[src/logic/chdr_pkg.sv]
// CHDR packet definitions for the block shell
// Header and settings-write word layouts, stream word and packet classes

`default_nettype none

package chdr_pkg;

   // Header word as it sits on the wire, type bits at the top
   typedef struct packed {
      logic [1:0]  pkt_type;
      logic        has_time;
      logic        eob;
      logic [11:0] seqnum;
      logic [15:0] length;
      logic [15:0] src_sid;
      logic [15:0] dst_sid;
   } chdr_hdr_t;

   // First payload word of a command packet
   typedef struct packed {
      logic [23:0] reserved;
      logic [7:0]  addr;
      logic [31:0] data;
   } sr_write_t;

   // Word 0 of a command reads as a header, word 1 as a settings write
   typedef union packed {
      chdr_hdr_t hdr;
      sr_write_t wr;
   } chdr_word_u;

   typedef struct packed {
      logic [63:0] tdata;
      logic        tlast;
   } axis_word_t;

   typedef enum logic [1:0] {
      CLASS_DATA,
      CLASS_CMD,
      CLASS_DROP
   } pkt_class_e;

   // Type codes are {hdr[63:62], hdr[60]}
   localparam logic [2:0] PKT_DATA     = 3'd0;
   localparam logic [2:0] PKT_DATA_EOB = 3'd1;
   localparam logic [2:0] PKT_FC_RESP  = 3'd2;
   localparam logic [2:0] PKT_FC_ACK   = 3'd3;
   localparam logic [2:0] PKT_CMD      = 3'd4;
   localparam logic [2:0] PKT_CMD_EOB  = 3'd5;
   localparam logic [2:0] PKT_RESP     = 3'd6;
   localparam logic [2:0] PKT_RESP_ERR = 3'd7;

   // Two 64-bit words per response
   localparam logic [15:0] RESP_LENGTH = 16'd16;

endpackage

`default_nettype wire

[src/logic/shell_regs_pkg.sv]
// Block shell register map
// Settings addresses, readback selectors and identity constants

`default_nettype none

package shell_regs_pkg;

   typedef struct packed {
      logic [7:0]  addr;
      logic [31:0] data;
   } set_bus_t;

   // Readback sources with codes 2, 3 and 7 left unused
   typedef enum logic [2:0] {
      RB_NOC_ID        = 3'd0,
      RB_GLOBAL_PARAMS = 3'd1,
      RB_BLOCK_SIDS    = 3'd4,
      RB_USER_DATA     = 3'd5,
      RB_COMPAT_NUM    = 3'd6
   } rb_sel_e;

   ////////////////////////////////////////////////////////////
   // Settings bus addresses
   ////////////////////////////////////////////////////////////
   localparam logic [7:0] SR_SRC_SID      = 8'd1;
   localparam logic [7:0] SR_NEXT_DST_SID = 8'd2;
   localparam logic [7:0] SR_RB_ADDR      = 8'd124;
   localparam logic [7:0] SR_RB_ADDR_USER = 8'd125;

   ////////////////////////////////////////////////////////////
   // Identity
   ////////////////////////////////////////////////////////////
   localparam logic [63:0] NOC_ID       = 64'hDEAD_BEEF_0123_4567;
   localparam logic [31:0] COMPAT_MAJOR = 32'd5;
   localparam logic [31:0] COMPAT_MINOR = 32'd0;
   localparam logic [63:0] BAD_READBACK = 64'h0BAD_C0DE_0BAD_C0DE;
   localparam logic [4:0]  NUM_PORTS    = 5'd1;

endpackage

`default_nettype wire

[src/logic/pkt_type_router.sv]
// Inbound packet router
// Classes each packet from its header and steers words to sink, command path or drop

`timescale 1ns/1ns
`default_nettype none

module pkt_type_router import chdr_pkg::*; (
   input  wire             clk,
   input  wire             reset,
   input  wire axis_word_t i_in,
   input  wire             i_in_valid,
   output logic            o_in_ready,
   output axis_word_t      o_sink,
   output logic            o_sink_valid,
   input  wire             i_sink_ready,
   output axis_word_t      o_cmd,
   output logic            o_cmd_valid,
   input  wire             i_cmd_ready,
   output logic            o_data_pkt_done
);

   logic       first_q;
   pkt_class_e class_q;
   pkt_class_e hdr_class;
   pkt_class_e cur_class;
   chdr_hdr_t  hdr;
   logic [2:0] type_code;
   logic       in_xfer;

   assign hdr       = i_in.tdata;
   assign type_code = {hdr.pkt_type, hdr.eob};

   // FC ACK stays in line with data
   always_comb begin
      case (type_code)
         PKT_DATA, PKT_DATA_EOB, PKT_FC_ACK: hdr_class = CLASS_DATA;
         PKT_CMD, PKT_CMD_EOB:               hdr_class = CLASS_CMD;
         default:                            hdr_class = CLASS_DROP;
      endcase
   end

   // Header word decides on the spot, later words use the held class
   assign cur_class = first_q ? hdr_class : class_q;

   always_comb begin
      case (cur_class)
         CLASS_DATA: o_in_ready = i_sink_ready;
         CLASS_CMD:  o_in_ready = i_cmd_ready;
         default:    o_in_ready = 1'b1;
      endcase
   end

   assign in_xfer = i_in_valid & o_in_ready;

   always_ff @(posedge clk) begin
      if (reset) begin
         first_q <= 1'b1;
         class_q <= CLASS_DATA;
      end else if (in_xfer) begin
         first_q <= i_in.tlast;
         if (first_q) begin
            class_q <= hdr_class;
         end
      end
   end

   assign o_sink          = i_in;
   assign o_sink_valid    = i_in_valid & (cur_class == CLASS_DATA);
   assign o_cmd           = i_in;
   assign o_cmd_valid     = i_in_valid & (cur_class == CLASS_CMD);
   assign o_data_pkt_done = o_sink_valid & i_sink_ready & i_in.tlast;

   // Mid-packet the class must not move
   a_class_held : assert property (@(posedge clk) disable iff (reset)
      !first_q && $past(!first_q) |-> $stable(class_q));

endmodule

`default_nettype wire

[src/logic/cmd_proc_fsm.sv]
// Command packet processor
// Turns each command into one settings write and sends back a two-word response

`timescale 1ns/1ns
`default_nettype none

module cmd_proc_fsm import chdr_pkg::*, shell_regs_pkg::*; (
   input  wire             clk,
   input  wire             reset,
   input  wire axis_word_t i_cmd,
   input  wire             i_cmd_valid,
   output logic            o_cmd_ready,
   output logic            o_set_stb,
   output set_bus_t        o_set,
   input  wire             i_rb_valid,
   input  wire [63:0]      i_rb_data,
   output axis_word_t      o_resp,
   output logic            o_resp_valid,
   input  wire             i_resp_ready,
   output logic            o_cmd_done
);

   typedef enum logic [2:0] {
      HEADER,
      PAYLOAD,
      DRAIN,
      SETTING,
      READBACK,
      RESP_HDR,
      RESP_DATA
   } state_e;

   state_e      state;
   chdr_word_u  in_word;
   chdr_hdr_t   resp_hdr;
   logic [11:0] seqnum_q;
   logic [15:0] src_sid_q;
   logic [15:0] dst_sid_q;
   set_bus_t    set_q;
   logic [63:0] rb_data_q;
   logic        cmd_xfer;
   logic        resp_xfer;

   assign in_word   = i_cmd.tdata;
   assign cmd_xfer  = i_cmd_valid & o_cmd_ready;
   assign resp_xfer = o_resp_valid & i_resp_ready;

   ////////////////////////////////////////////////////////////
   // State machine
   ////////////////////////////////////////////////////////////
   always_ff @(posedge clk) begin
      if (reset) begin
         state <= HEADER;
      end else begin
         case (state)
            // A header-only packet has nothing to write and is dropped
            HEADER: if (cmd_xfer && !i_cmd.tlast) state <= PAYLOAD;
            PAYLOAD: if (cmd_xfer) state <= i_cmd.tlast ? SETTING : DRAIN;
            DRAIN: if (cmd_xfer && i_cmd.tlast) state <= SETTING;
            SETTING: state <= READBACK;
            READBACK: if (i_rb_valid) state <= RESP_HDR;
            RESP_HDR: if (resp_xfer) state <= RESP_DATA;
            RESP_DATA: if (resp_xfer) state <= HEADER;
            default: state <= HEADER;
         endcase
      end
   end

   // Saved fields for the write and the reply
   always_ff @(posedge clk) begin
      if (state == HEADER && cmd_xfer) begin
         seqnum_q  <= in_word.hdr.seqnum;
         src_sid_q <= in_word.hdr.src_sid;
         dst_sid_q <= in_word.hdr.dst_sid;
      end
      if (state == PAYLOAD && cmd_xfer) begin
         set_q.addr <= in_word.wr.addr;
         set_q.data <= in_word.wr.data;
      end
      if (state == READBACK && i_rb_valid) begin
         rb_data_q <= i_rb_data;
      end
   end

   assign o_cmd_ready = (state == HEADER) || (state == PAYLOAD) || (state == DRAIN);
   assign o_set_stb   = (state == SETTING);
   assign o_set       = set_q;

   ////////////////////////////////////////////////////////////
   // Response
   ////////////////////////////////////////////////////////////
   // Stream IDs swap so the reply goes back to the sender
   always_comb begin
      resp_hdr          = '0;
      resp_hdr.pkt_type = PKT_RESP[2:1];
      resp_hdr.eob      = PKT_RESP[0];
      resp_hdr.seqnum   = seqnum_q;
      resp_hdr.length   = RESP_LENGTH;
      resp_hdr.src_sid  = dst_sid_q;
      resp_hdr.dst_sid  = src_sid_q;
   end

   assign o_resp.tdata = (state == RESP_DATA) ? rb_data_q : resp_hdr;
   assign o_resp.tlast = (state == RESP_DATA);
   assign o_resp_valid = (state == RESP_HDR) || (state == RESP_DATA);
   assign o_cmd_done   = resp_xfer & (state == RESP_DATA);

   a_set_stb_single : assert property (@(posedge clk) disable iff (reset)
      o_set_stb |=> !o_set_stb);

   a_resp_stable : assert property (@(posedge clk) disable iff (reset)
      o_resp_valid && !i_resp_ready |=> o_resp_valid && $stable(o_resp));

endmodule

`default_nettype wire

[src/logic/traffic_counters.sv]
// Traffic counters
// Wrapping counts of delivered data packets and finished commands

`timescale 1ns/1ns
`default_nettype none

module traffic_counters (
   input  wire         clk,
   input  wire         reset,
   input  wire         i_data_pkt_done,
   input  wire         i_cmd_done,
   output logic [15:0] o_data_pkt_cnt,
   output logic [15:0] o_cmd_cnt
);

   // Data packets seen on the sink
   always_ff @(posedge clk) begin
      if (reset) begin
         o_data_pkt_cnt <= 16'd0;
      end else if (i_data_pkt_done) begin
         o_data_pkt_cnt <= o_data_pkt_cnt + 16'd1;
      end
   end

   // Commands whose response has left
   always_ff @(posedge clk) begin
      if (reset) begin
         o_cmd_cnt <= 16'd0;
      end else if (i_cmd_done) begin
         o_cmd_cnt <= o_cmd_cnt + 16'd1;
      end
   end

endmodule

`default_nettype wire

[src/logic/shell_settings.sv]
// Shell settings registers and readback mux
// Stream IDs, readback selectors and the registered readback word

`timescale 1ns/1ns
`default_nettype none

module shell_settings import shell_regs_pkg::*; (
   input  wire           clk,
   input  wire           reset,
   input  wire           i_set_stb,
   input  wire set_bus_t i_set,
   input  wire [15:0]    i_data_pkt_cnt,
   input  wire [15:0]    i_cmd_cnt,
   output logic [7:0]    o_rb_addr,
   input  wire           i_rb_stb,
   input  wire [63:0]    i_rb_data,
   output logic          o_rb_valid,
   output logic [63:0]   o_rb_data
);

   logic [15:0] src_sid_q;
   logic [15:0] next_dst_sid_q;
   rb_sel_e     rb_sel_q;

   ////////////////////////////////////////////////////////////
   // Settings registers
   ////////////////////////////////////////////////////////////
   always_ff @(posedge clk) begin
      if (reset) begin
         src_sid_q      <= 16'd0;
         next_dst_sid_q <= 16'd0;
         rb_sel_q       <= RB_NOC_ID;
         o_rb_addr      <= 8'd0;
      end else if (i_set_stb) begin
         case (i_set.addr)
            SR_SRC_SID:      src_sid_q      <= i_set.data[15:0];
            SR_NEXT_DST_SID: next_dst_sid_q <= i_set.data[15:0];
            // Unlisted codes are kept and read back as BAD_READBACK
            SR_RB_ADDR:      rb_sel_q       <= rb_sel_e'(i_set.data[2:0]);
            SR_RB_ADDR_USER: o_rb_addr      <= i_set.data[7:0];
            default:         ;
         endcase
      end
   end

   ////////////////////////////////////////////////////////////
   // Readback mux
   ////////////////////////////////////////////////////////////
   // A write clears valid so the next value seen reflects it
   always_ff @(posedge clk) begin
      if (reset) begin
         o_rb_valid <= 1'b0;
      end else if (i_set_stb) begin
         o_rb_valid <= 1'b0;
      end else begin
         o_rb_valid <= (rb_sel_q == RB_USER_DATA) ? i_rb_stb : 1'b1;
      end
   end

   always_ff @(posedge clk) begin
      case (rb_sel_q)
         RB_NOC_ID: o_rb_data <= NOC_ID;
         RB_GLOBAL_PARAMS: begin
            o_rb_data <= {i_data_pkt_cnt, i_cmd_cnt, 16'd0,
                          3'd0, NUM_PORTS, 3'd0, NUM_PORTS};
         end
         RB_BLOCK_SIDS: o_rb_data <= {src_sid_q, next_dst_sid_q, 32'd0};
         RB_USER_DATA: begin
            if (i_rb_stb) begin
               o_rb_data <= i_rb_data;
            end
         end
         RB_COMPAT_NUM: o_rb_data <= {COMPAT_MAJOR, COMPAT_MINOR};
         default: o_rb_data <= BAD_READBACK;
      endcase
   end

   a_no_stale_rb : assert property (@(posedge clk) disable iff (reset)
      i_set_stb |=> !o_rb_valid);

endmodule

`default_nettype wire

[src/logic/noc_shell_lite.sv]
// Single-port block shell top
// Router, command processor, traffic counters and settings registers

`timescale 1ns/1ns
`default_nettype none

module noc_shell_lite import chdr_pkg::*, shell_regs_pkg::*; (
   input  wire             clk,
   input  wire             reset,
   input  wire axis_word_t i_in,
   input  wire             i_in_valid,
   output logic            o_in_ready,
   output axis_word_t      o_sink,
   output logic            o_sink_valid,
   input  wire             i_sink_ready,
   output axis_word_t      o_resp,
   output logic            o_resp_valid,
   input  wire             i_resp_ready,
   output logic            o_set_stb,
   output set_bus_t        o_set,
   output logic [7:0]      o_rb_addr,
   input  wire             i_rb_stb,
   input  wire [63:0]      i_rb_data
);

   axis_word_t  cmd;
   logic        cmd_valid;
   logic        cmd_ready;
   logic        data_pkt_done;
   logic        cmd_done;
   logic        rb_valid;
   logic [63:0] rb_data;
   logic [15:0] data_pkt_cnt;
   logic [15:0] cmd_cnt;

   pkt_type_router router0 (
      .clk             (clk),
      .reset           (reset),
      .i_in            (i_in),
      .i_in_valid      (i_in_valid),
      .o_in_ready      (o_in_ready),
      .o_sink          (o_sink),
      .o_sink_valid    (o_sink_valid),
      .i_sink_ready    (i_sink_ready),
      .o_cmd           (cmd),
      .o_cmd_valid     (cmd_valid),
      .i_cmd_ready     (cmd_ready),
      .o_data_pkt_done (data_pkt_done)
   );

   cmd_proc_fsm cmd0 (
      .clk          (clk),
      .reset        (reset),
      .i_cmd        (cmd),
      .i_cmd_valid  (cmd_valid),
      .o_cmd_ready  (cmd_ready),
      .o_set_stb    (o_set_stb),
      .o_set        (o_set),
      .i_rb_valid   (rb_valid),
      .i_rb_data    (rb_data),
      .o_resp       (o_resp),
      .o_resp_valid (o_resp_valid),
      .i_resp_ready (i_resp_ready),
      .o_cmd_done   (cmd_done)
   );

   traffic_counters cnt0 (
      .clk             (clk),
      .reset           (reset),
      .i_data_pkt_done (data_pkt_done),
      .i_cmd_done      (cmd_done),
      .o_data_pkt_cnt  (data_pkt_cnt),
      .o_cmd_cnt       (cmd_cnt)
   );

   shell_settings regs0 (
      .clk            (clk),
      .reset          (reset),
      .i_set_stb      (o_set_stb),
      .i_set          (o_set),
      .i_data_pkt_cnt (data_pkt_cnt),
      .i_cmd_cnt      (cmd_cnt),
      .o_rb_addr      (o_rb_addr),
      .i_rb_stb       (i_rb_stb),
      .i_rb_data      (i_rb_data),
      .o_rb_valid     (rb_valid),
      .o_rb_data      (rb_data)
   );

endmodule

`default_nettype wire

[config.mk]
export PLATFORM = sky130hd
export DESIGN_NAME = noc_shell_lite
export DESIGN_NICKNAME = d
export VERILOG_FILES = /design/src/logic/chdr_pkg.sv /design/src/logic/shell_regs_pkg.sv /design/src/logic/pkt_type_router.sv /design/src/logic/cmd_proc_fsm.sv /design/src/logic/traffic_counters.sv /design/src/logic/shell_settings.sv /design/src/logic/noc_shell_lite.sv
export SDC_FILE = /design/constraint.sdc
export NUM_CORES = 1
export LEC_CHECK = 0
export ABC_AREA = 0
export BUFFER_PORTS_ARGS = -buffer_cell sky130_fd_sc_hd__buf_4
export CAP_MARGIN = 20
export CORE_MARGIN = 3
export CORE_UTILIZATION = 57
export CTS_BUF_LIST = sky130_fd_sc_hd__clkbuf_16
export DETAILED_ROUTE_END_ITERATION = 7
export PLACE_DENSITY = 0.85
export SLEW_MARGIN = 20
export SYNTH_ARGS = -nofsm -noshare
export SYNTH_HDL_FRONTEND = slang
export SYNTH_SLANG_ARGS = --single-unit
[constraint.sdc]
create_clock -name clk -period 16 [get_ports clk]
set_clock_uncertainty 0.2 [all_clocks]
set_input_delay 1.6 -clock clk [delete_from_list [all_inputs] [get_ports clk]]
set_output_delay 1.6 -clock clk [all_outputs]
set_load 0.05 [all_outputs]
==> results.json <==
{
  "status": "completed",
  "finalNetCount": 1277,
  "setup_viol": 0,
  "vias": 8232,
  "timing.hold.ws_ns": 0.218,
  "post_cts_buffers": 0,
  "clock_latency_ns": 0.54,
  "htreeDepth": 1,
  "placed_cell_area_um2": 14100,
  "initial_utilization": 0.589,
  "drc": 0,
  "crit_required_ns": 14.20,
  "area_growth_syn_to_layout_pct": 24.4,
  "fmax_mhz": 211,
  "place_ws_ns": 11.34,
  "ctsHoldBuffers": 0,
  "tightest_slew_ns": 1.06,
  "synth_compound_area_frac": 0.0522,
  "setup_tns_ns": 0,
  "p_sw_frac": 0.222,
  "design.portCount": 317,
  "die_y_um": 152,
  "p_per_area_nw_per_um2": 106,
  "yosysMostFrequentCell": "edfxtp_1",
  "clkPwrFrac": 0.412,
  "gr-usage-all-layers": 0.260,
  "core_um2": 20600,
  "finish.instance_area_um2": 15100,
  "drive_gt1_frac": 0.350,
  "diodes": 0,
  "grt_overflow_total": 0,
  "synthArstFlopShare": 0,
  "p_leak_nw": 5.79,
  "hold_viol_final": 0,
  "ys_types": 52,
  "synth_enable_flop_cells": 212,
  "cp.arrival_ns": 2.94,
  "vias_per_cell": 5.74,
  "synth_top_area_share": 0.525,
  "first_global_vias": 8147,
  "clock_sink_count": 294,
  "drt-initial-drc-count": 658,
  "fin_ws_ns": 11.26,
  "io_buffers": 298,
  "seq_area_frac_synth": 0.661,
  "path_max_fanout": 64,
  "syn-instance-count": 916,
  "syn_area_um2": 12100,
  "dp_hpwl_um": 21300,
  "yosys-top-cells-area": "edfxtp_1 (53%), dfxtp_1 (14%), mux2i_1 (5.8%), buf_4 (4.1%), mux2_2 (4.1%)",
  "die_x_um": 152,
  "fill_cells": 1407,
  "synth-simple-area-share": 0.104,
  "startpoint_type": "flop",
  "p_int_w": 0.00124,
  "synth-seq-cells": 294,
  "synth.top_cells.by_count": "edfxtp_1 (212), nor2_1 (110), dfxtp_1 (82)",
  "pwr-share-seq": 0.516,
  "p_sw_w": 0.000352,
  "drtAntennaViolNets": 0,
  "wl_per_cell_um": 21.8,
  "clockBufferDepth": 3,
  "min_to": "cmd0.rb_data_q[20]$_DFFE_PP_",
  "min_period_ns": 4.74,
  "worstHoldPathType": "flop to flop",
  "hold_path_depth": 0,
  "synth_ff_type": "edfxtp_1",
  "synth-xor-area-share": 0.0181,
  "r2r_end": "cnt0.o_data_pkt_cnt[14]$_SDFFE_PP0P_",
  "power_w": 0.00159,
  "drv_cap": 0,
  "r2r_cells": 5,
  "cts_root_buf": "clkbuf_16",
  "crit_type": "flop to primary output",
  "cts_tree": "done",
  "synth_top_area_cell": "edfxtp_1",
  "reg2reg_slack_ns": 13.37,
  "wirelength_um": 31200,
  "synth_top_family_by_area": "simple AND/OR/NAND/NOR gates",
  "combPwrFrac": 0.072,
  "drt_pass1_iterations": 5,
  "grt_pass1_wl_um": 47500,
  "end_kind": "primary output",
  "path_clk_slew_ns": 0.06,
  "antenna_found_initial": 0,
  "yosys-mux-area-fraction": 0.102,
  "gp_congestion": 0.911,
  "syn_area_per_cell_um2": 13.2,
  "grt_max_degree": 86,
  "slew_headroom": 0.291,
  "cts_resized": 0,
  "num_rows": 52,
  "slew_viol_final": 0,
  "die_area_um2": 23000,
  "hp-start": "regs0.o_rb_data[20]$_DFFE_PP_",
  "ir_worst_vdd_mv": 0.0775,
  "syn-num-nets": 1053,
  "fin_crit_sh": 0.296,
  "numCtsBuffers": 30,
  "synthAdderAreaFrac": 0.00206,
  "yosys_warnings": 0,
  "grt_setup_unrepaired": "no",
  "timing.rr.start": "router0.first_q$_SDFFE_PP1P_"
}
power by group through the flow:
stage	registers, W	logic (W)	clock network (W)
floorplan	0.000837	0.0000759	0
global placement	0.000836	0.000111	0
detailed placement	0.000837	0.000113	0
CTS	0.000820	0.000114	0.000667
global route	0.000821	0.000119	0.000701
finish	0.000821	0.000114	0.000656
routing by layer:
layer	global-route usage	share of wire
met2	0.432	0.49
met1	0.346	0.39
met5	0	0
met3	0.0438	0.074
met4	0.100	0.040
through the flow:
step / cells / util
global route: 1434 / 0.733
CTS: 1434 / 0.733
floorplan: 916 / -
global placement: 1378 / 0.687
detailed placement: 1378 / 0.687
finish: 1434 / 0.733
kinds of logic (layout without fill, tap and decap cells):
group	Yosys count	count (layout)
and+or+nand+nor	250	250
xor gates and xnor gates	25	25
DFF	294	294
AOI/OAI and AO/OA	99	99
muxes	118	118
adders and majority gates	2	2
buffers and inverters	128	376
state kept, by name, indices dropped and copies added (netlist names):
signal / count
cmd0.seqnum_q: 12
cmd0.state: 3
regs0.o_rb_addr: 8
cmd0.dst_sid_q: 16
cmd0.src_sid_q: 16
regs0.rb_sel_q: 3
regs0.next_dst_sid_q: 16
router0.first_q: 1
regs0.src_sid_q: 16
regs0.o_rb_valid: 1
cmd0.o_set: 40
cnt0.o_data_pkt_cnt: 16
cmd0.rb_data_q: 64
cnt0.o_cmd_cnt: 16
router0.class_q: 2
regs0.o_rb_data: 64
area by class of cell:
type	count	area, um2	area share
repair buffers	309	2320	0.154
inverters	11	41.3	0.00274
multi-input cells	494	3420	0.227
flip-flops and latches	294	8010	0.532
well taps	270	338	0.0224
clock inverters	25	161	0.0107
clock buffers	31	776	0.0515
cells in the final DEF, fill, tap and decap left out, drive strengths merged, types with 5 or more instances in the layout:
| master | synthesis | routed |
|---|---|---|
| or3 | 6 | 6 |
| a21oi | 33 | 33 |
| clkinv | 1 | 13 |
| a22oi | 16 | 16 |
| edfxtp | 212 | 212 |
| mux2i | 70 | 70 |
| buf | 71 | 309 |
| nand2b | 16 | 16 |
| nor4 | 11 | 11 |
| and3 | 16 | 16 |
| inv | 10 | 19 |
| o21ai | 17 | 17 |
| nand4 | 8 | 8 |
| a31oi | 6 | 6 |
| a221oi | 13 | 13 |
| nand3 | 18 | 18 |
| nand2 | 16 | 16 |
| and2 | 18 | 18 |
| a211oi | 5 | 5 |
| xnor2 | 16 | 16 |
| nor2 | 110 | 110 |
| xor2 | 9 | 9 |
| dfxtp | 82 | 82 |
| nor3 | 8 | 8 |
| clkbuf | 46 | 31 |
| mux2 | 48 | 48 |
worst max-delay path: stages, from the launching register on:
cell and delay [ns]:
dfxtp_1 0.61, nand2b_1 0.31, nor2_4 0.14, buf_4 0.58
mux2_2 0.44, buf_4 0.20
how the worst max path moves through the flow:
stage | from | end | slack [ns] | cells past startpoint
global placement | i_in[64] | o_sink_valid | 11.39 | 5
CTS | cmd0.state[1]$_SDFFE_PP0P_ | o_resp[49] | 11.30 | 5
detailed placement | i_in[64] | o_sink_valid | 11.34 | 5
floorplan | i_in[63] | cmd0.dst_sid_q[0]$_DFFE_PP_ | 8.62 | 5
finish | cmd0.state[1]$_SDFFE_PP0P_ | o_resp[49] | 11.26 | 5
global route | cmd0.state[1]$_SDFFE_PP0P_ | o_resp[49] | 11.11 | 5
Power figures use the tool's default switching activity.
